==> config.mk <==
export PLATFORM = sky130hd
export DESIGN_NAME = ipu
export DESIGN_NICKNAME = d
export VERILOG_FILES = /design/src/design/ipu_pkg.sv /design/src/design/ipu.sv /design/src/design/ipu_result_arbiter.sv /design/src/design/ipu_dspu.sv /design/src/design/ipu_serdiv.sv /design/src/design/ipu_multiplier.sv
export SDC_FILE = /design/constraint.sdc
export NUM_CORES = 2
export LEC_CHECK = 0
export BUFFER_PORTS_ARGS = -buffer_cell sky130_fd_sc_hd__buf_2
export CAP_MARGIN = 20
export CORE_ASPECT_RATIO = 1.5
export CORE_MARGIN = 4
export CORE_UTILIZATION = 45
export CTS_CLUSTER_SIZE = 25
export DETAILED_ROUTE_END_ITERATION = 6
export PLACE_DENSITY_LB_ADDON = 0.25
export SYNTH_ARGS = -nofsm -noshare
export SYNTH_HDL_FRONTEND = slang
export SYNTH_SLANG_ARGS = --single-unit
==> constraint.sdc <==
create_clock -name clk_i -period 8.6 [get_ports clk_i]
set_clock_uncertainty 0.15 [all_clocks]
set_input_delay 0 -clock clk_i [delete_from_list [all_inputs] [get_ports clk_i]]
set_output_delay 0 -clock clk_i [all_outputs]
set_load 0.05 [all_outputs]
==> src/design/ipu_pkg.sv <==
// Data width, instruction match patterns, request and response structs, engine index
package ipu_pkg;

  localparam int unsigned DataWidth = 32;  // Operand and result width

  // ----------------------------------------
  // RV32M patterns
  // ----------------------------------------
  localparam logic [31:0] INSTR_MUL    = 32'b0000001??????????000?????0110011;
  localparam logic [31:0] INSTR_MULH   = 32'b0000001??????????001?????0110011;
  localparam logic [31:0] INSTR_MULHSU = 32'b0000001??????????010?????0110011;
  localparam logic [31:0] INSTR_MULHU  = 32'b0000001??????????011?????0110011;
  localparam logic [31:0] INSTR_DIV    = 32'b0000001??????????100?????0110011;
  localparam logic [31:0] INSTR_DIVU   = 32'b0000001??????????101?????0110011;
  localparam logic [31:0] INSTR_REM    = 32'b0000001??????????110?????0110011;
  localparam logic [31:0] INSTR_REMU   = 32'b0000001??????????111?????0110011;

  // ----------------------------------------
  // Xpulpimg scalar patterns
  // ----------------------------------------
  localparam logic [31:0] INSTR_P_ABS    = 32'b000010100000?????000?????0110011;  // rs2 is zero
  localparam logic [31:0] INSTR_P_SLET   = 32'b0000010??????????010?????0110011;
  localparam logic [31:0] INSTR_P_SLETU  = 32'b0000010??????????011?????0110011;
  localparam logic [31:0] INSTR_P_MIN    = 32'b0000010??????????100?????0110011;
  localparam logic [31:0] INSTR_P_MINU   = 32'b0000010??????????101?????0110011;
  localparam logic [31:0] INSTR_P_MAX    = 32'b0000010??????????110?????0110011;
  localparam logic [31:0] INSTR_P_MAXU   = 32'b0000010??????????111?????0110011;
  localparam logic [31:0] INSTR_P_EXTHS  = 32'b000100000000?????100?????0110011;
  localparam logic [31:0] INSTR_P_EXTHZ  = 32'b000100000000?????101?????0110011;
  localparam logic [31:0] INSTR_P_EXTBS  = 32'b000100000000?????110?????0110011;
  localparam logic [31:0] INSTR_P_EXTBZ  = 32'b000100000000?????111?????0110011;
  // Clip immediate sits in the rs2 field, bits 24:20
  localparam logic [31:0] INSTR_P_CLIP   = 32'b0001010??????????001?????0110011;
  localparam logic [31:0] INSTR_P_CLIPU  = 32'b0001010??????????010?????0110011;
  localparam logic [31:0] INSTR_P_CLIPR  = 32'b0001010??????????101?????0110011;
  localparam logic [31:0] INSTR_P_CLIPUR = 32'b0001010??????????110?????0110011;

  // ----------------------------------------
  // Request and response
  // ----------------------------------------
  typedef struct packed {
    logic [31:0]          instr;  // Raw instruction word
    logic [DataWidth-1:0] op_a;   // rs1 value
    logic [DataWidth-1:0] op_b;   // rs2 value
  } ipu_req_t;

  typedef struct packed {
    logic [DataWidth-1:0] data;   // Result
    logic                 error;  // Illegal instruction
  } ipu_rsp_t;

  // Arbiter input index
  typedef enum logic [1:0] {
    EngMul = 2'd0,
    EngDiv = 2'd1,
    EngDsp = 2'd2,
    EngErr = 2'd3
  } engine_e;

endpackage
==> src/design/ipu.sv <==
// Integer processing unit top with dispatch decoder, illegal responder and engines
`timescale 1ns/10ps

module ipu #(
  parameter int unsigned IdWidth   = 5,
  parameter bit          DspEnable = 1'b1
) (
  input  logic               clk_i,
  input  logic               rst_n_i,
  input  ipu_pkg::ipu_req_t  req_i,
  input  logic [IdWidth-1:0] qid_i,
  input  logic               qvalid_i,
  output logic               qready_o,
  output ipu_pkg::ipu_rsp_t  rsp_o,
  output logic [IdWidth-1:0] pid_o,
  output logic               pvalid_o,
  input  logic               pready_i
);
  localparam int unsigned NumInp = DspEnable ? 4 : 3;
  localparam int unsigned ErrIdx = DspEnable ? ipu_pkg::EngErr : ipu_pkg::EngDsp;

  logic mul_valid_op, mul_ready_op;   // Request side per engine
  logic div_valid_op, div_ready_op;
  logic dsp_valid_op, dsp_ready_op;
  logic err_valid_op;
  logic [ipu_pkg::DataWidth-1:0] mul_res, div_res;
  logic               err_valid_q;    // Illegal responder
  logic [IdWidth-1:0] err_id_q;
  ipu_pkg::ipu_rsp_t [NumInp-1:0]    arb_rsp;
  logic [NumInp-1:0][IdWidth-1:0]    arb_id;
  logic [NumInp-1:0]                 arb_valid, arb_ready;

  // ----------------------------------------
  // Dispatch decoder
  // ----------------------------------------
  always_comb begin
    mul_valid_op = 1'b0;
    div_valid_op = 1'b0;
    dsp_valid_op = 1'b0;
    err_valid_op = 1'b0;
    qready_o     = 1'b0;
    unique casez (req_i.instr)
      ipu_pkg::INSTR_MUL, ipu_pkg::INSTR_MULH,
      ipu_pkg::INSTR_MULHSU, ipu_pkg::INSTR_MULHU: begin
        mul_valid_op = qvalid_i;
        qready_o     = mul_ready_op;
      end
      ipu_pkg::INSTR_DIV, ipu_pkg::INSTR_DIVU,
      ipu_pkg::INSTR_REM, ipu_pkg::INSTR_REMU: begin
        div_valid_op = qvalid_i;
        qready_o     = div_ready_op;
      end
      ipu_pkg::INSTR_P_ABS, ipu_pkg::INSTR_P_SLET, ipu_pkg::INSTR_P_SLETU,
      ipu_pkg::INSTR_P_MIN, ipu_pkg::INSTR_P_MINU, ipu_pkg::INSTR_P_MAX,
      ipu_pkg::INSTR_P_MAXU, ipu_pkg::INSTR_P_EXTHS, ipu_pkg::INSTR_P_EXTHZ,
      ipu_pkg::INSTR_P_EXTBS, ipu_pkg::INSTR_P_EXTBZ, ipu_pkg::INSTR_P_CLIP,
      ipu_pkg::INSTR_P_CLIPU, ipu_pkg::INSTR_P_CLIPR, ipu_pkg::INSTR_P_CLIPUR: begin
        if (DspEnable) begin
          dsp_valid_op = qvalid_i;
          qready_o     = dsp_ready_op;
        end else begin
          err_valid_op = qvalid_i;  // No DSP unit, answer as illegal
          qready_o     = ~err_valid_q;
        end
      end
      default: begin
        err_valid_op = qvalid_i;
        qready_o     = ~err_valid_q;  // Accept when responder empty
      end
    endcase
  end

  // ----------------------------------------
  // Illegal instruction responder
  // ----------------------------------------
  always_ff @(posedge clk_i) begin
    if (!rst_n_i) err_valid_q <= 1'b0;
    else if (err_valid_op && !err_valid_q) err_valid_q <= 1'b1;
    else if (arb_ready[ErrIdx]) err_valid_q <= 1'b0;  // Taken by arbiter
  end

  always_ff @(posedge clk_i) begin
    if (err_valid_op && !err_valid_q) err_id_q <= qid_i;
  end

  assign arb_rsp[ErrIdx]   = '{data: '0, error: 1'b1};
  assign arb_id[ErrIdx]    = err_id_q;
  assign arb_valid[ErrIdx] = err_valid_q;

  // ----------------------------------------
  // Engines
  // ----------------------------------------
  ipu_multiplier #(.IdWidth(IdWidth)) i_mul (
    .clk_i, .rst_n_i, .req_i, .id_i(qid_i),
    .valid_i(mul_valid_op), .ready_o(mul_ready_op),
    .res_o(mul_res), .id_o(arb_id[ipu_pkg::EngMul]),
    .valid_o(arb_valid[ipu_pkg::EngMul]), .ready_i(arb_ready[ipu_pkg::EngMul])
  );
  assign arb_rsp[ipu_pkg::EngMul] = '{data: mul_res, error: 1'b0};

  ipu_serdiv #(.IdWidth(IdWidth)) i_div (
    .clk_i, .rst_n_i, .req_i, .id_i(qid_i),
    .valid_i(div_valid_op), .ready_o(div_ready_op),
    .res_o(div_res), .id_o(arb_id[ipu_pkg::EngDiv]),
    .valid_o(arb_valid[ipu_pkg::EngDiv]), .ready_i(arb_ready[ipu_pkg::EngDiv])
  );
  assign arb_rsp[ipu_pkg::EngDiv] = '{data: div_res, error: 1'b0};

  if (DspEnable) begin : gen_dspu
    logic [ipu_pkg::DataWidth-1:0] dsp_res;
    ipu_dspu #(.IdWidth(IdWidth)) i_dspu (
      .req_i, .id_i(qid_i), .valid_i(dsp_valid_op), .ready_o(dsp_ready_op),
      .res_o(dsp_res), .id_o(arb_id[ipu_pkg::EngDsp]),
      .valid_o(arb_valid[ipu_pkg::EngDsp]), .ready_i(arb_ready[ipu_pkg::EngDsp])
    );
    assign arb_rsp[ipu_pkg::EngDsp] = '{data: dsp_res, error: 1'b0};
  end else begin : gen_no_dspu
    assign dsp_ready_op = 1'b0;  // Never selected
  end

  ipu_result_arbiter #(.NumInp(NumInp), .IdWidth(IdWidth)) i_arb (
    .clk_i, .rst_n_i, .rsp_i(arb_rsp), .id_i(arb_id),
    .valid_i(arb_valid), .ready_o(arb_ready),
    .rsp_o, .id_o(pid_o), .valid_o(pvalid_o), .ready_i(pready_i)
  );

endmodule

==> src/design/ipu_result_arbiter.sv <==
// Round-robin stream arbiter for engine responses and ids with a grant lock
`timescale 1ns/10ps

module ipu_result_arbiter #(
  parameter int unsigned NumInp  = 4,
  parameter int unsigned IdWidth = 5
) (
  input  logic                           clk_i,
  input  logic                           rst_n_i,
  input  ipu_pkg::ipu_rsp_t [NumInp-1:0] rsp_i,
  input  logic [NumInp-1:0][IdWidth-1:0] id_i,
  input  logic [NumInp-1:0]              valid_i,
  output logic [NumInp-1:0]              ready_o,
  output ipu_pkg::ipu_rsp_t              rsp_o,
  output logic [IdWidth-1:0]             id_o,
  output logic                           valid_o,
  input  logic                           ready_i
);
  localparam int unsigned IdxW  = $clog2(NumInp);
  localparam int unsigned BeatW = IdWidth + $bits(ipu_pkg::ipu_rsp_t);

  logic [NumInp-1:0][BeatW-1:0] beat;  // Id and response per input
  logic [IdxW-1:0]              ptr_q, gnt_q, sel, gnt;
  logic                         lock_q, found;

  for (genvar i = 0; i < NumInp; i++) begin : gen_beat
    assign beat[i] = {id_i[i], rsp_i[i]};
  end

  // First valid input at or after the pointer
  always_comb begin
    int unsigned idx;
    sel   = ptr_q;
    found = 1'b0;
    for (int unsigned i = 0; i < NumInp; i++) begin
      idx = ptr_q + i;
      if (idx >= NumInp) idx = idx - NumInp;  // Wrap
      if (!found && valid_i[idx]) begin
        sel   = IdxW'(idx);
        found = 1'b1;
      end
    end
  end

  assign gnt            = lock_q ? gnt_q : sel;  // Hold grant while stalled
  assign valid_o        = valid_i[gnt];
  assign {id_o, rsp_o}  = beat[gnt];

  always_comb begin
    ready_o      = '0;
    ready_o[gnt] = ready_i;
  end

  always_ff @(posedge clk_i) begin
    if (!rst_n_i) begin
      ptr_q  <= '0;
      gnt_q  <= '0;
      lock_q <= 1'b0;
    end else begin
      lock_q <= valid_o & ~ready_i;
      gnt_q  <= gnt;
      if (valid_o && ready_i) ptr_q <= (gnt == IdxW'(NumInp - 1)) ? '0 : gnt + 1'b1;
    end
  end

  // Stalled output keeps its beat
  assert property (@(posedge clk_i) disable iff (!rst_n_i)
    valid_o && !ready_i |=> valid_o && $stable(id_o) && $stable(rsp_o));

endmodule

==> src/design/ipu_dspu.sv <==
// Combinational Xpulpimg DSP unit with shared comparator and clip bound logic
`timescale 1ns/10ps

module ipu_dspu #(
  parameter int unsigned IdWidth = 5
) (
  input  ipu_pkg::ipu_req_t             req_i,
  input  logic [IdWidth-1:0]            id_i,
  input  logic                          valid_i,
  output logic                          ready_o,
  output logic [ipu_pkg::DataWidth-1:0] res_o,
  output logic [IdWidth-1:0]            id_o,
  output logic                          valid_o,
  input  logic                          ready_i
);
  localparam int unsigned W = ipu_pkg::DataWidth;

  // Zero-cycle handshake
  assign valid_o = valid_i;
  assign ready_o = ready_i;
  assign id_o    = id_i;

  logic [W-1:0] op_a, op_b;
  logic [4:0]   ximm;             // Clip immediate
  logic         cmp_signed;
  logic         clip_unsigned;    // Lower bound is zero
  logic         clip_register;    // Bounds from rs2
  enum logic [1:0] {OpbReg, OpbZero, OpbClip} opb_sel;
  enum logic [3:0] {
    ResAbs, ResSle, ResMin, ResMax, ResExths, ResExthz, ResExtbs, ResExtbz, ResClip
  } res_sel;

  assign op_a = req_i.op_a;
  assign op_b = req_i.op_b;
  assign ximm = req_i.instr[24:20];

  // ----------------------------------------
  // Decoder
  // ----------------------------------------
  always_comb begin
    cmp_signed    = 1'b1;
    clip_unsigned = 1'b0;
    clip_register = 1'b0;
    opb_sel       = OpbReg;
    res_sel       = ResAbs;
    unique casez (req_i.instr)
      ipu_pkg::INSTR_P_ABS:    opb_sel = OpbZero;  // a <= 0 selects negation
      ipu_pkg::INSTR_P_SLET:   res_sel = ResSle;
      ipu_pkg::INSTR_P_SLETU: begin
        cmp_signed = 1'b0;
        res_sel    = ResSle;
      end
      ipu_pkg::INSTR_P_MIN:    res_sel = ResMin;
      ipu_pkg::INSTR_P_MINU: begin
        cmp_signed = 1'b0;
        res_sel    = ResMin;
      end
      ipu_pkg::INSTR_P_MAX:    res_sel = ResMax;
      ipu_pkg::INSTR_P_MAXU: begin
        cmp_signed = 1'b0;
        res_sel    = ResMax;
      end
      ipu_pkg::INSTR_P_EXTHS:  res_sel = ResExths;
      ipu_pkg::INSTR_P_EXTHZ:  res_sel = ResExthz;
      ipu_pkg::INSTR_P_EXTBS:  res_sel = ResExtbs;
      ipu_pkg::INSTR_P_EXTBZ:  res_sel = ResExtbz;
      ipu_pkg::INSTR_P_CLIP,
      ipu_pkg::INSTR_P_CLIPU,
      ipu_pkg::INSTR_P_CLIPR,
      ipu_pkg::INSTR_P_CLIPUR: begin
        opb_sel       = OpbClip;
        res_sel       = ResClip;
        clip_unsigned = req_i.instr[13];  // funct3 010 and 110
        clip_register = req_i.instr[14];  // funct3 101 and 110
      end
      default: ;
    endcase
  end

  // ----------------------------------------
  // Clip bounds
  // ----------------------------------------
  logic [W:0]   ones_shl;
  logic [W-1:0] imm_lo;             // -2^(imm-1)
  logic [W-1:0] clip_lo, clip_hi;   // Lower and upper bound
  logic         use_lo;             // rs1 or upper bound negative
  logic [W-1:0] cmp_a, cmp_b;
  logic         cmp_le;

  assign ones_shl = {(W+1){1'b1}} << ximm;
  assign imm_lo   = ones_shl[W:1];
  assign clip_lo  = clip_unsigned ? '0 : (clip_register ? ~op_b : imm_lo);
  assign clip_hi  = clip_register ? op_b : ~imm_lo;
  // One compare suffices once the bound is picked by the signs
  assign use_lo   = op_a[W-1] | clip_hi[W-1];

  // Shared comparator, sign bit extended when signed
  assign cmp_a = op_a;
  always_comb begin
    unique case (opb_sel)
      OpbReg:  cmp_b = op_b;
      OpbZero: cmp_b = '0;
      OpbClip: cmp_b = use_lo ? clip_lo : clip_hi;
      default: cmp_b = '0;
    endcase
  end
  assign cmp_le = $signed({cmp_signed & cmp_a[W-1], cmp_a})
               <= $signed({cmp_signed & cmp_b[W-1], cmp_b});

  // ----------------------------------------
  // Result mux
  // ----------------------------------------
  always_comb begin
    unique case (res_sel)
      ResAbs:   res_o = cmp_le ? -op_a : op_a;
      ResSle:   res_o = {{(W-1){1'b0}}, cmp_le};
      ResMin:   res_o = cmp_le ? op_a : op_b;
      ResMax:   res_o = cmp_le ? op_b : op_a;
      ResExths: res_o = {{(W-16){op_a[15]}}, op_a[15:0]};
      ResExthz: res_o = {{(W-16){1'b0}}, op_a[15:0]};
      ResExtbs: res_o = {{(W-8){op_a[7]}}, op_a[7:0]};
      ResExtbz: res_o = {{(W-8){1'b0}}, op_a[7:0]};
      // Below lower bound saturates low, negative rs1 above it passes, else saturate high
      ResClip:  res_o = cmp_le ? (use_lo ? clip_lo : op_a) : (op_a[W-1] ? op_a : clip_hi);
      default:  res_o = '0;
    endcase
  end

endmodule

==> src/design/ipu_serdiv.sv <==
// Radix-2 restoring serial divider with RISC-V divide-by-zero and overflow results
`timescale 1ns/10ps

module ipu_serdiv #(
  parameter int unsigned IdWidth = 5
) (
  input  logic                          clk_i,
  input  logic                          rst_n_i,
  input  ipu_pkg::ipu_req_t             req_i,
  input  logic [IdWidth-1:0]            id_i,
  input  logic                          valid_i,
  output logic                          ready_o,
  output logic [ipu_pkg::DataWidth-1:0] res_o,
  output logic [IdWidth-1:0]            id_o,
  output logic                          valid_o,
  input  logic                          ready_i
);
  localparam int unsigned W    = ipu_pkg::DataWidth;
  localparam int unsigned CntW = $clog2(W + 1);

  enum logic [1:0] {Idle, Divide, Done} state_q;

  logic [2:0]         funct3;
  logic               is_signed, neg_a, neg_b;
  logic               accept, fix_step;
  logic [CntW-1:0]    cnt_q;           // Iteration count, W marks fix-up
  logic [W-1:0]       quo_q, rem_q;    // Shifting quotient and partial remainder
  logic [W-1:0]       dvs_q, dvd_q;    // Divisor magnitude, raw dividend
  logic               zero_q;          // Divisor was zero
  logic               neg_quo_q, neg_rem_q;
  logic               rem_sel_q;       // REM or REMU
  logic [IdWidth-1:0] id_q;
  logic [W-1:0]       res_q;
  logic [W:0]         trial;           // Shift and subtract
  logic [W-1:0]       quo_fix, rem_fix;

  assign funct3    = req_i.instr[14:12];
  assign is_signed = ~funct3[0];  // DIV, REM
  assign neg_a     = is_signed & req_i.op_a[W-1];
  assign neg_b     = is_signed & req_i.op_b[W-1];

  assign ready_o  = state_q == Idle;
  assign valid_o  = state_q == Done;
  assign accept   = valid_i & ready_o;
  assign fix_step = cnt_q == CntW'(W);

  assign trial   = {rem_q, quo_q[W-1]} - {1'b0, dvs_q};
  assign quo_fix = neg_quo_q ? -quo_q : quo_q;
  assign rem_fix = neg_rem_q ? -rem_q : rem_q;

  // ----------------------------------------
  // Control FSM
  // ----------------------------------------
  always_ff @(posedge clk_i) begin
    if (!rst_n_i) begin
      state_q <= Idle;
      cnt_q   <= '0;
    end else begin
      unique case (state_q)
        Idle: begin
          cnt_q <= '0;
          if (accept) state_q <= Divide;  // Load cycle
        end
        Divide: begin
          cnt_q <= cnt_q + 1'b1;
          if (fix_step) state_q <= Done;
        end
        Done: if (ready_i) state_q <= Idle;  // Held until taken
        default: state_q <= Idle;
      endcase
    end
  end

  // ----------------------------------------
  // Datapath
  // ----------------------------------------
  always_ff @(posedge clk_i) begin
    if (accept) begin
      quo_q     <= neg_a ? -req_i.op_a : req_i.op_a;  // Dividend magnitude
      rem_q     <= '0;
      dvs_q     <= neg_b ? -req_i.op_b : req_i.op_b;
      dvd_q     <= req_i.op_a;
      zero_q    <= req_i.op_b == '0;
      neg_quo_q <= neg_a ^ neg_b;
      neg_rem_q <= neg_a;               // Remainder follows the dividend
      rem_sel_q <= funct3[1];
      id_q      <= id_i;
    end else if (state_q == Divide && !fix_step) begin
      rem_q <= trial[W] ? {rem_q[W-2:0], quo_q[W-1]} : trial[W-1:0];
      quo_q <= {quo_q[W-2:0], ~trial[W]};
    end else if (state_q == Divide) begin
      // Most negative over -1 falls out of the magnitudes: quotient wraps to the dividend
      if (zero_q) res_q <= rem_sel_q ? dvd_q : '1;
      else        res_q <= rem_sel_q ? rem_fix : quo_fix;
    end
  end

  assign res_o = res_q;
  assign id_o  = id_q;

  // Result only after all iterations and the fix-up
  assert property (@(posedge clk_i) disable iff (!rst_n_i)
    $rose(valid_o) |-> cnt_q == CntW'(W + 1));

endmodule

==> src/design/ipu_multiplier.sv <==
// Two-stage pipelined 32x32 multiplier with low or high word select
`timescale 1ns/10ps

module ipu_multiplier #(
  parameter int unsigned IdWidth = 5
) (
  input  logic                          clk_i,
  input  logic                          rst_n_i,
  input  ipu_pkg::ipu_req_t             req_i,
  input  logic [IdWidth-1:0]            id_i,
  input  logic                          valid_i,
  output logic                          ready_o,
  output logic [ipu_pkg::DataWidth-1:0] res_o,
  output logic [IdWidth-1:0]            id_o,
  output logic                          valid_o,
  input  logic                          ready_i
);
  localparam int unsigned W = ipu_pkg::DataWidth;

  logic [2:0]          funct3;
  logic                sign_a, sign_b;  // Operand treated as signed
  logic                s1_en, s2_en;    // Stage load enables
  // Stage 1, sign extended operands
  logic                s1_valid_q;
  logic signed [W:0]   s1_a_q, s1_b_q;
  logic                s1_hi_q;
  logic [IdWidth-1:0]  s1_id_q;
  // Stage 2, full product
  logic                s2_valid_q;
  logic [2*W-1:0]      s2_prod_q;
  logic                s2_hi_q;
  logic [IdWidth-1:0]  s2_id_q;
  logic signed [2*W+1:0] prod;

  assign funct3 = req_i.instr[14:12];
  assign sign_a = ~(funct3[1] & funct3[0]);  // Only MULHU has unsigned rs1
  assign sign_b = ~funct3[1];                // MUL and MULH

  assign s2_en   = s1_valid_q & (~s2_valid_q | ready_i);  // Stage 2 free or draining
  assign ready_o = ~s1_valid_q | s2_en;
  assign s1_en   = valid_i & ready_o;
  assign prod    = s1_a_q * s1_b_q;

  always_ff @(posedge clk_i) begin
    if (!rst_n_i) begin
      s1_valid_q <= 1'b0;
      s2_valid_q <= 1'b0;
    end else begin
      s1_valid_q <= s1_en | (s1_valid_q & ~s2_en);
      s2_valid_q <= s2_en | (s2_valid_q & ~ready_i);
    end
  end

  always_ff @(posedge clk_i) begin
    if (s1_en) begin
      s1_a_q  <= {sign_a & req_i.op_a[W-1], req_i.op_a};
      s1_b_q  <= {sign_b & req_i.op_b[W-1], req_i.op_b};
      s1_hi_q <= funct3 != 3'b000;  // Any MULH form
      s1_id_q <= id_i;
    end
    if (s2_en) begin
      s2_prod_q <= prod[2*W-1:0];
      s2_hi_q   <= s1_hi_q;
      s2_id_q   <= s1_id_q;
    end
  end

  assign valid_o = s2_valid_q;
  assign res_o   = s2_hi_q ? s2_prod_q[2*W-1:W] : s2_prod_q[W-1:0];
  assign id_o    = s2_id_q;

  // Output held while stalled
  assert property (@(posedge clk_i) disable iff (!rst_n_i)
    valid_o && !ready_i |=> valid_o && $stable(res_o) && $stable(id_o));

endmodule

==> run metrics <==
number of enable-type register cells in the synthesized netlist=284; Final setup violation count=0; cell with the most instances after synthesis=inv_1; run status=completed; CTS root buffer=clkbuf_16; largest area contributor in the synthesized netlist=fa_1; multiplexer fraction of the synthesized cell area=1.865%; min-delay src=qid_i[4]; Main synth FF type=edfxtp_1; post-synthesis average cell area=9.345 sq um; sum of routed wire length over all layers=191800 um; synthesized-area fraction occupied by and/or/nand/nor cells=about 16%; DR WL/cell=about 23 um; critical path data arrival time=approximately 8500 ps; r2r startpoint=i_mul.s1_b_q[10]$_DFFE_PP_; width of the chip=306.2 um; most used standard cells in the synthesized netlist=inv_1 (1157), fa_1 (1126), nand2_1 (787), and2_1 (553), clkbuf_1 (345); core occupancy in the finished layout=49.85%; die area=139400 sq um; CP max FO=20; HP Class=primary input to flop; proportion of power drawn by the clock network=41.8%; # port buffers=134; first-pass GRT wire length=around 300000 um; xor and xnor area share after synthesis=3.356%; total of warnings raised by yosys=0; portion of the clock cycle consumed by the worst path in the final layout=a little over nine tenths; Setup TNS Final=0 ps; Setup crit end kind=flop; Mapped Cells=6424; largest net degree at the start of global routing=82; end of the worst register-to-register path=i_mul.s2_prod_q[63]$_DFFE_PP_; Via-to-Cell Ratio=5.634; CTS tree=built; maximum achievable frequency=approximately 120 MHz; Worst Tran Pin Value=1103 ps; combinational family with the most area after synthesis=adder cells; post-detail-place hpwl=157300 um; Async SR Flop Fraction=0%; Longest Clk Path Bufs=3; initial standard-cell utilization of the core=45.49%; number of antenna violations at the first check in global routing=17; internal power contribution=2.974 mW; IO Pins=between 100 and 150; fraction of the mapped netlist area in adder cells=43.51%; fin crit period=8345 ps; ranking of synthesized cells by area=fa_1 (38%), edfxtp_1 (14%), inv_1 (7.2%); nets in the synthesized netlist=7941; layout overhead on the synthesized area=9.569%; Synth Area in Compound Gates=approximately a tenth; startpoint class of the critical path=flop; IR Drop Worst-Case VDD=0.0001453 V; Switching Share=30.12%; RePlAce Congestion=0.9782; unrepaired setup endpoints after global routing=no; remaining max-slew budget at the tightest pin=26.43%; number of clock buffers inserted by TritonCTS=39; Distinct cells, synth=between 90 and 100; Post-Syn Area=60030 sq um; power per cell area=64.72 nW/um^2; fin. max-slew vios=0; max-capacitance violation count=0; Static Leak=30.13 nW; Total Routing Usage GR=27.80%; Cell Rows=roughly 160; via count of the first global-routing pass=between 50000 and 60000; required arrival time at the worst endpoint=a little under 9000 ps; Max H-tree Level=2; vertical extent of the die=455.3 um; fraction of post-synthesis cell area in the top cell type by area=between 30 and 40%; WS Path Type=flop to flop; length of the first detailed-routing pass in iterations=6; Clock Sink Count=332; total DRC errors in the routed layout=0; Overflow after GRT=0; floorplan core area=132000 sq um; synthesis-stage register bit count=332; combinational cell fraction of total power=17.3%; overall power after layout=4.257 mW; number of cells on the worst hold path=2; share of synthesized area occupied by flip-flops and latches=between 10% and 20%; R2R Setup Slk=between 200 and 300 ps; total number of nets in the final design=about 8000; net switching power figure=1.282 mW; Clock Latency Late Sink=590 ps; worst hold path endpoint=i_mul.s1_id_q[4]$_DFFE_PP_; sequential cell fraction of total power=41.0%; clock transition at the registers of the reported paths=about 70 ps; fraction of final layout cells sized beyond drive strength 1=7.588%; Starting DRT DRC Count=3117; number of endpoints with negative hold slack in the final report=0; worst reg-to-reg path cell count=26; count of vias placed by the detailed router=46730; antenna violation net count after detailed routing=0
[power by group through the flow]
stage | sequential [mW] | clock, mW | combinational (mW)
2_1_floorplan | 1.78 | 0 | 0.415
3_3_place_gp | 1.78 | 0 | 0.684
3_5_place_dp | 1.78 | 0 | 0.685
4_1_cts | 1.74 | 1.80 | 0.720
5_1_grt | 1.74 | 1.86 | 0.771
6_report | 1.74 | 1.78 | 0.736
[stage by stage]
| step | instances | setup WS (ps) | area, sq um | hold WS (ps) |
|---|---|---|---|---|
| floorplan | 6424 | 134.4 | 60030 | -51.13 |
| global placement | 8129 | 113.9 | 63540 | 68.18 |
| detailed placement | 8130 | 112.3 | 63550 | 77.93 |
| CTS | 8281 | 20.03 | 65680 | 3.793 |
| global route | 8291 | 28.75 | 65770 | 59.74 |
| finish | 8294 | 255.2 | 65770 | 60.09 |
[how the worst max path moves through the flow]
stage	from	endpoint	cells past startpoint
2_1_floorplan	i_div.state_q[1]$_SDFFE_PN0P_	i_mul.s1_a_q[0]$_DFFE_PP_	13
3_3_place_gp	i_mul.s1_a_q[31]$_DFFE_PP_	i_mul.s2_prod_q[50]$_DFFE_PP_	25
3_5_place_dp	i_mul.s1_b_q[0]$_DFFE_PP_	i_mul.s2_prod_q[50]$_DFFE_PP_	25
4_1_cts	i_mul.s1_b_q[0]$_DFFE_PP_	i_mul.s2_prod_q[50]$_DFFE_PP_	25
5_1_grt	i_mul.s1_b_q[0]$_DFFE_PP_	i_mul.s2_prod_q[56]$_DFFE_PP_	28
6_report	i_mul.s1_b_q[10]$_DFFE_PP_	i_mul.s2_prod_q[63]$_DFFE_PP_	26
[critical path, stage by stage (launching register included)]
cell and delay [ps]:
edfxtp_1 480, buf_4 320, buf_4 210, nand2_1 80
fa_1 510, inv_1 50, fa_1 430, fa_1 500
inv_1 50, fa_1 460, fa_1 530, inv_1 60
fa_1 500, fa_1 500, inv_1 50, fa_1 510
inv_1 50, ha_1 350, o21a_1 200, o2111ai_1 350
nand4_1 380, a32oi_1 480, a31oi_1 140, buf_4 180
a221o_1 310, a21oi_1 170, xnor2_1 80
[registers in the layout, indices dropped and copies added, names as in the netlist, 2 cells and up]
signal and cells:
err_id_q 5, i_arb.gnt_q 2, i_arb.ptr_q 2, i_div.cnt_q 6, i_div.dvd_q 32, i_div.dvs_q 32, i_div.id_o 5, i_div.quo_q 32
i_div.rem_q 32, i_div.res_o 32, i_div.state_q 2, i_mul.id_o 5, i_mul.s1_a_q 33, i_mul.s1_b_q 33, i_mul.s1_id_q 5, i_mul.s2_prod_q 64
[what timing repair did]
item	4_1_cts	5_1_grt
endpoints found under the hold margin	204	0
setup endpoints to repair	0	13
hold buffers	81	0
setup buffers	0	1
gates resized for setup	0	11
[final cells by class]
class | instances | area [sq um]
antenna | 12 | 30.03
clock buffer | 47 | 1067
clock inverter | 23 | 254.0
fill | 12240 | 66180
inverter | 1158 | 4347
multi-input combinational | 4549 | 44820
sequential | 332 | 9489
tap | 1732 | 2167
timing repair buffer | 441 | 3603
[cells by family after synthesis]
logic type | count (synthesis)
xor gates and xnor gates | 230
buffers and inverters | 1543
DFF | 332
and+or+nand+nor | 1891
adders and majority gates | 1412
muxes | 110
AOI/OAI and AO/OA | 906
[metal layers]
metal,vias to the layer above,GRT usage (%),routed length [um]
li1,20580,-,-
met1,23920,30.90,69170
met2,1637,51.69,100700
met3,589,2.730,8609
met4,6,16.02,13320
met5,-,0,36
[cell usage in the layout (no fill, tap or decap), types with 17 or more instances in the layout]
master | synthesis | final
or4_1 | 17 | 17
buf_12 | 0 | 34
a31oi_1 | 18 | 17
a22o_1 | 28 | 28
a221oi_1 | 18 | 18
and2_1 | 553 | 553
edfxtp_1 | 284 | 284
o21ai_0 | 204 | 204
and3_1 | 19 | 19
or3_1 | 27 | 26
mux2i_1 | 95 | 95
a22oi_1 | 72 | 71
a211oi_1 | 29 | 28
clkbuf_16 | 0 | 40
nand4_1 | 32 | 32
nor2_1 | 152 | 146
nand2_1 | 787 | 787
o21a_1 | 26 | 26
ha_1 | 286 | 286
xnor2_1 | 148 | 148
a221o_1 | 21 | 21
buf_4 | 0 | 192
dlygate4sd3_1 | 0 | 81
nand3_1 | 64 | 63
nor4_1 | 26 | 25
nor3_1 | 68 | 67
nor2b_1 | 56 | 55
o211ai_1 | 83 | 83
inv_1 | 1157 | 1157
xor2_1 | 82 | 81
fa_1 | 1126 | 1123
a21oi_1 | 219 | 218
dfxtp_1 | 48 | 48
o31ai_1 | 32 | 32
a21o_1 | 37 | 37
buf_2 | 20 | 134
nand2b_1 | 32 | 32
Power figures use the tool's default switching activity.
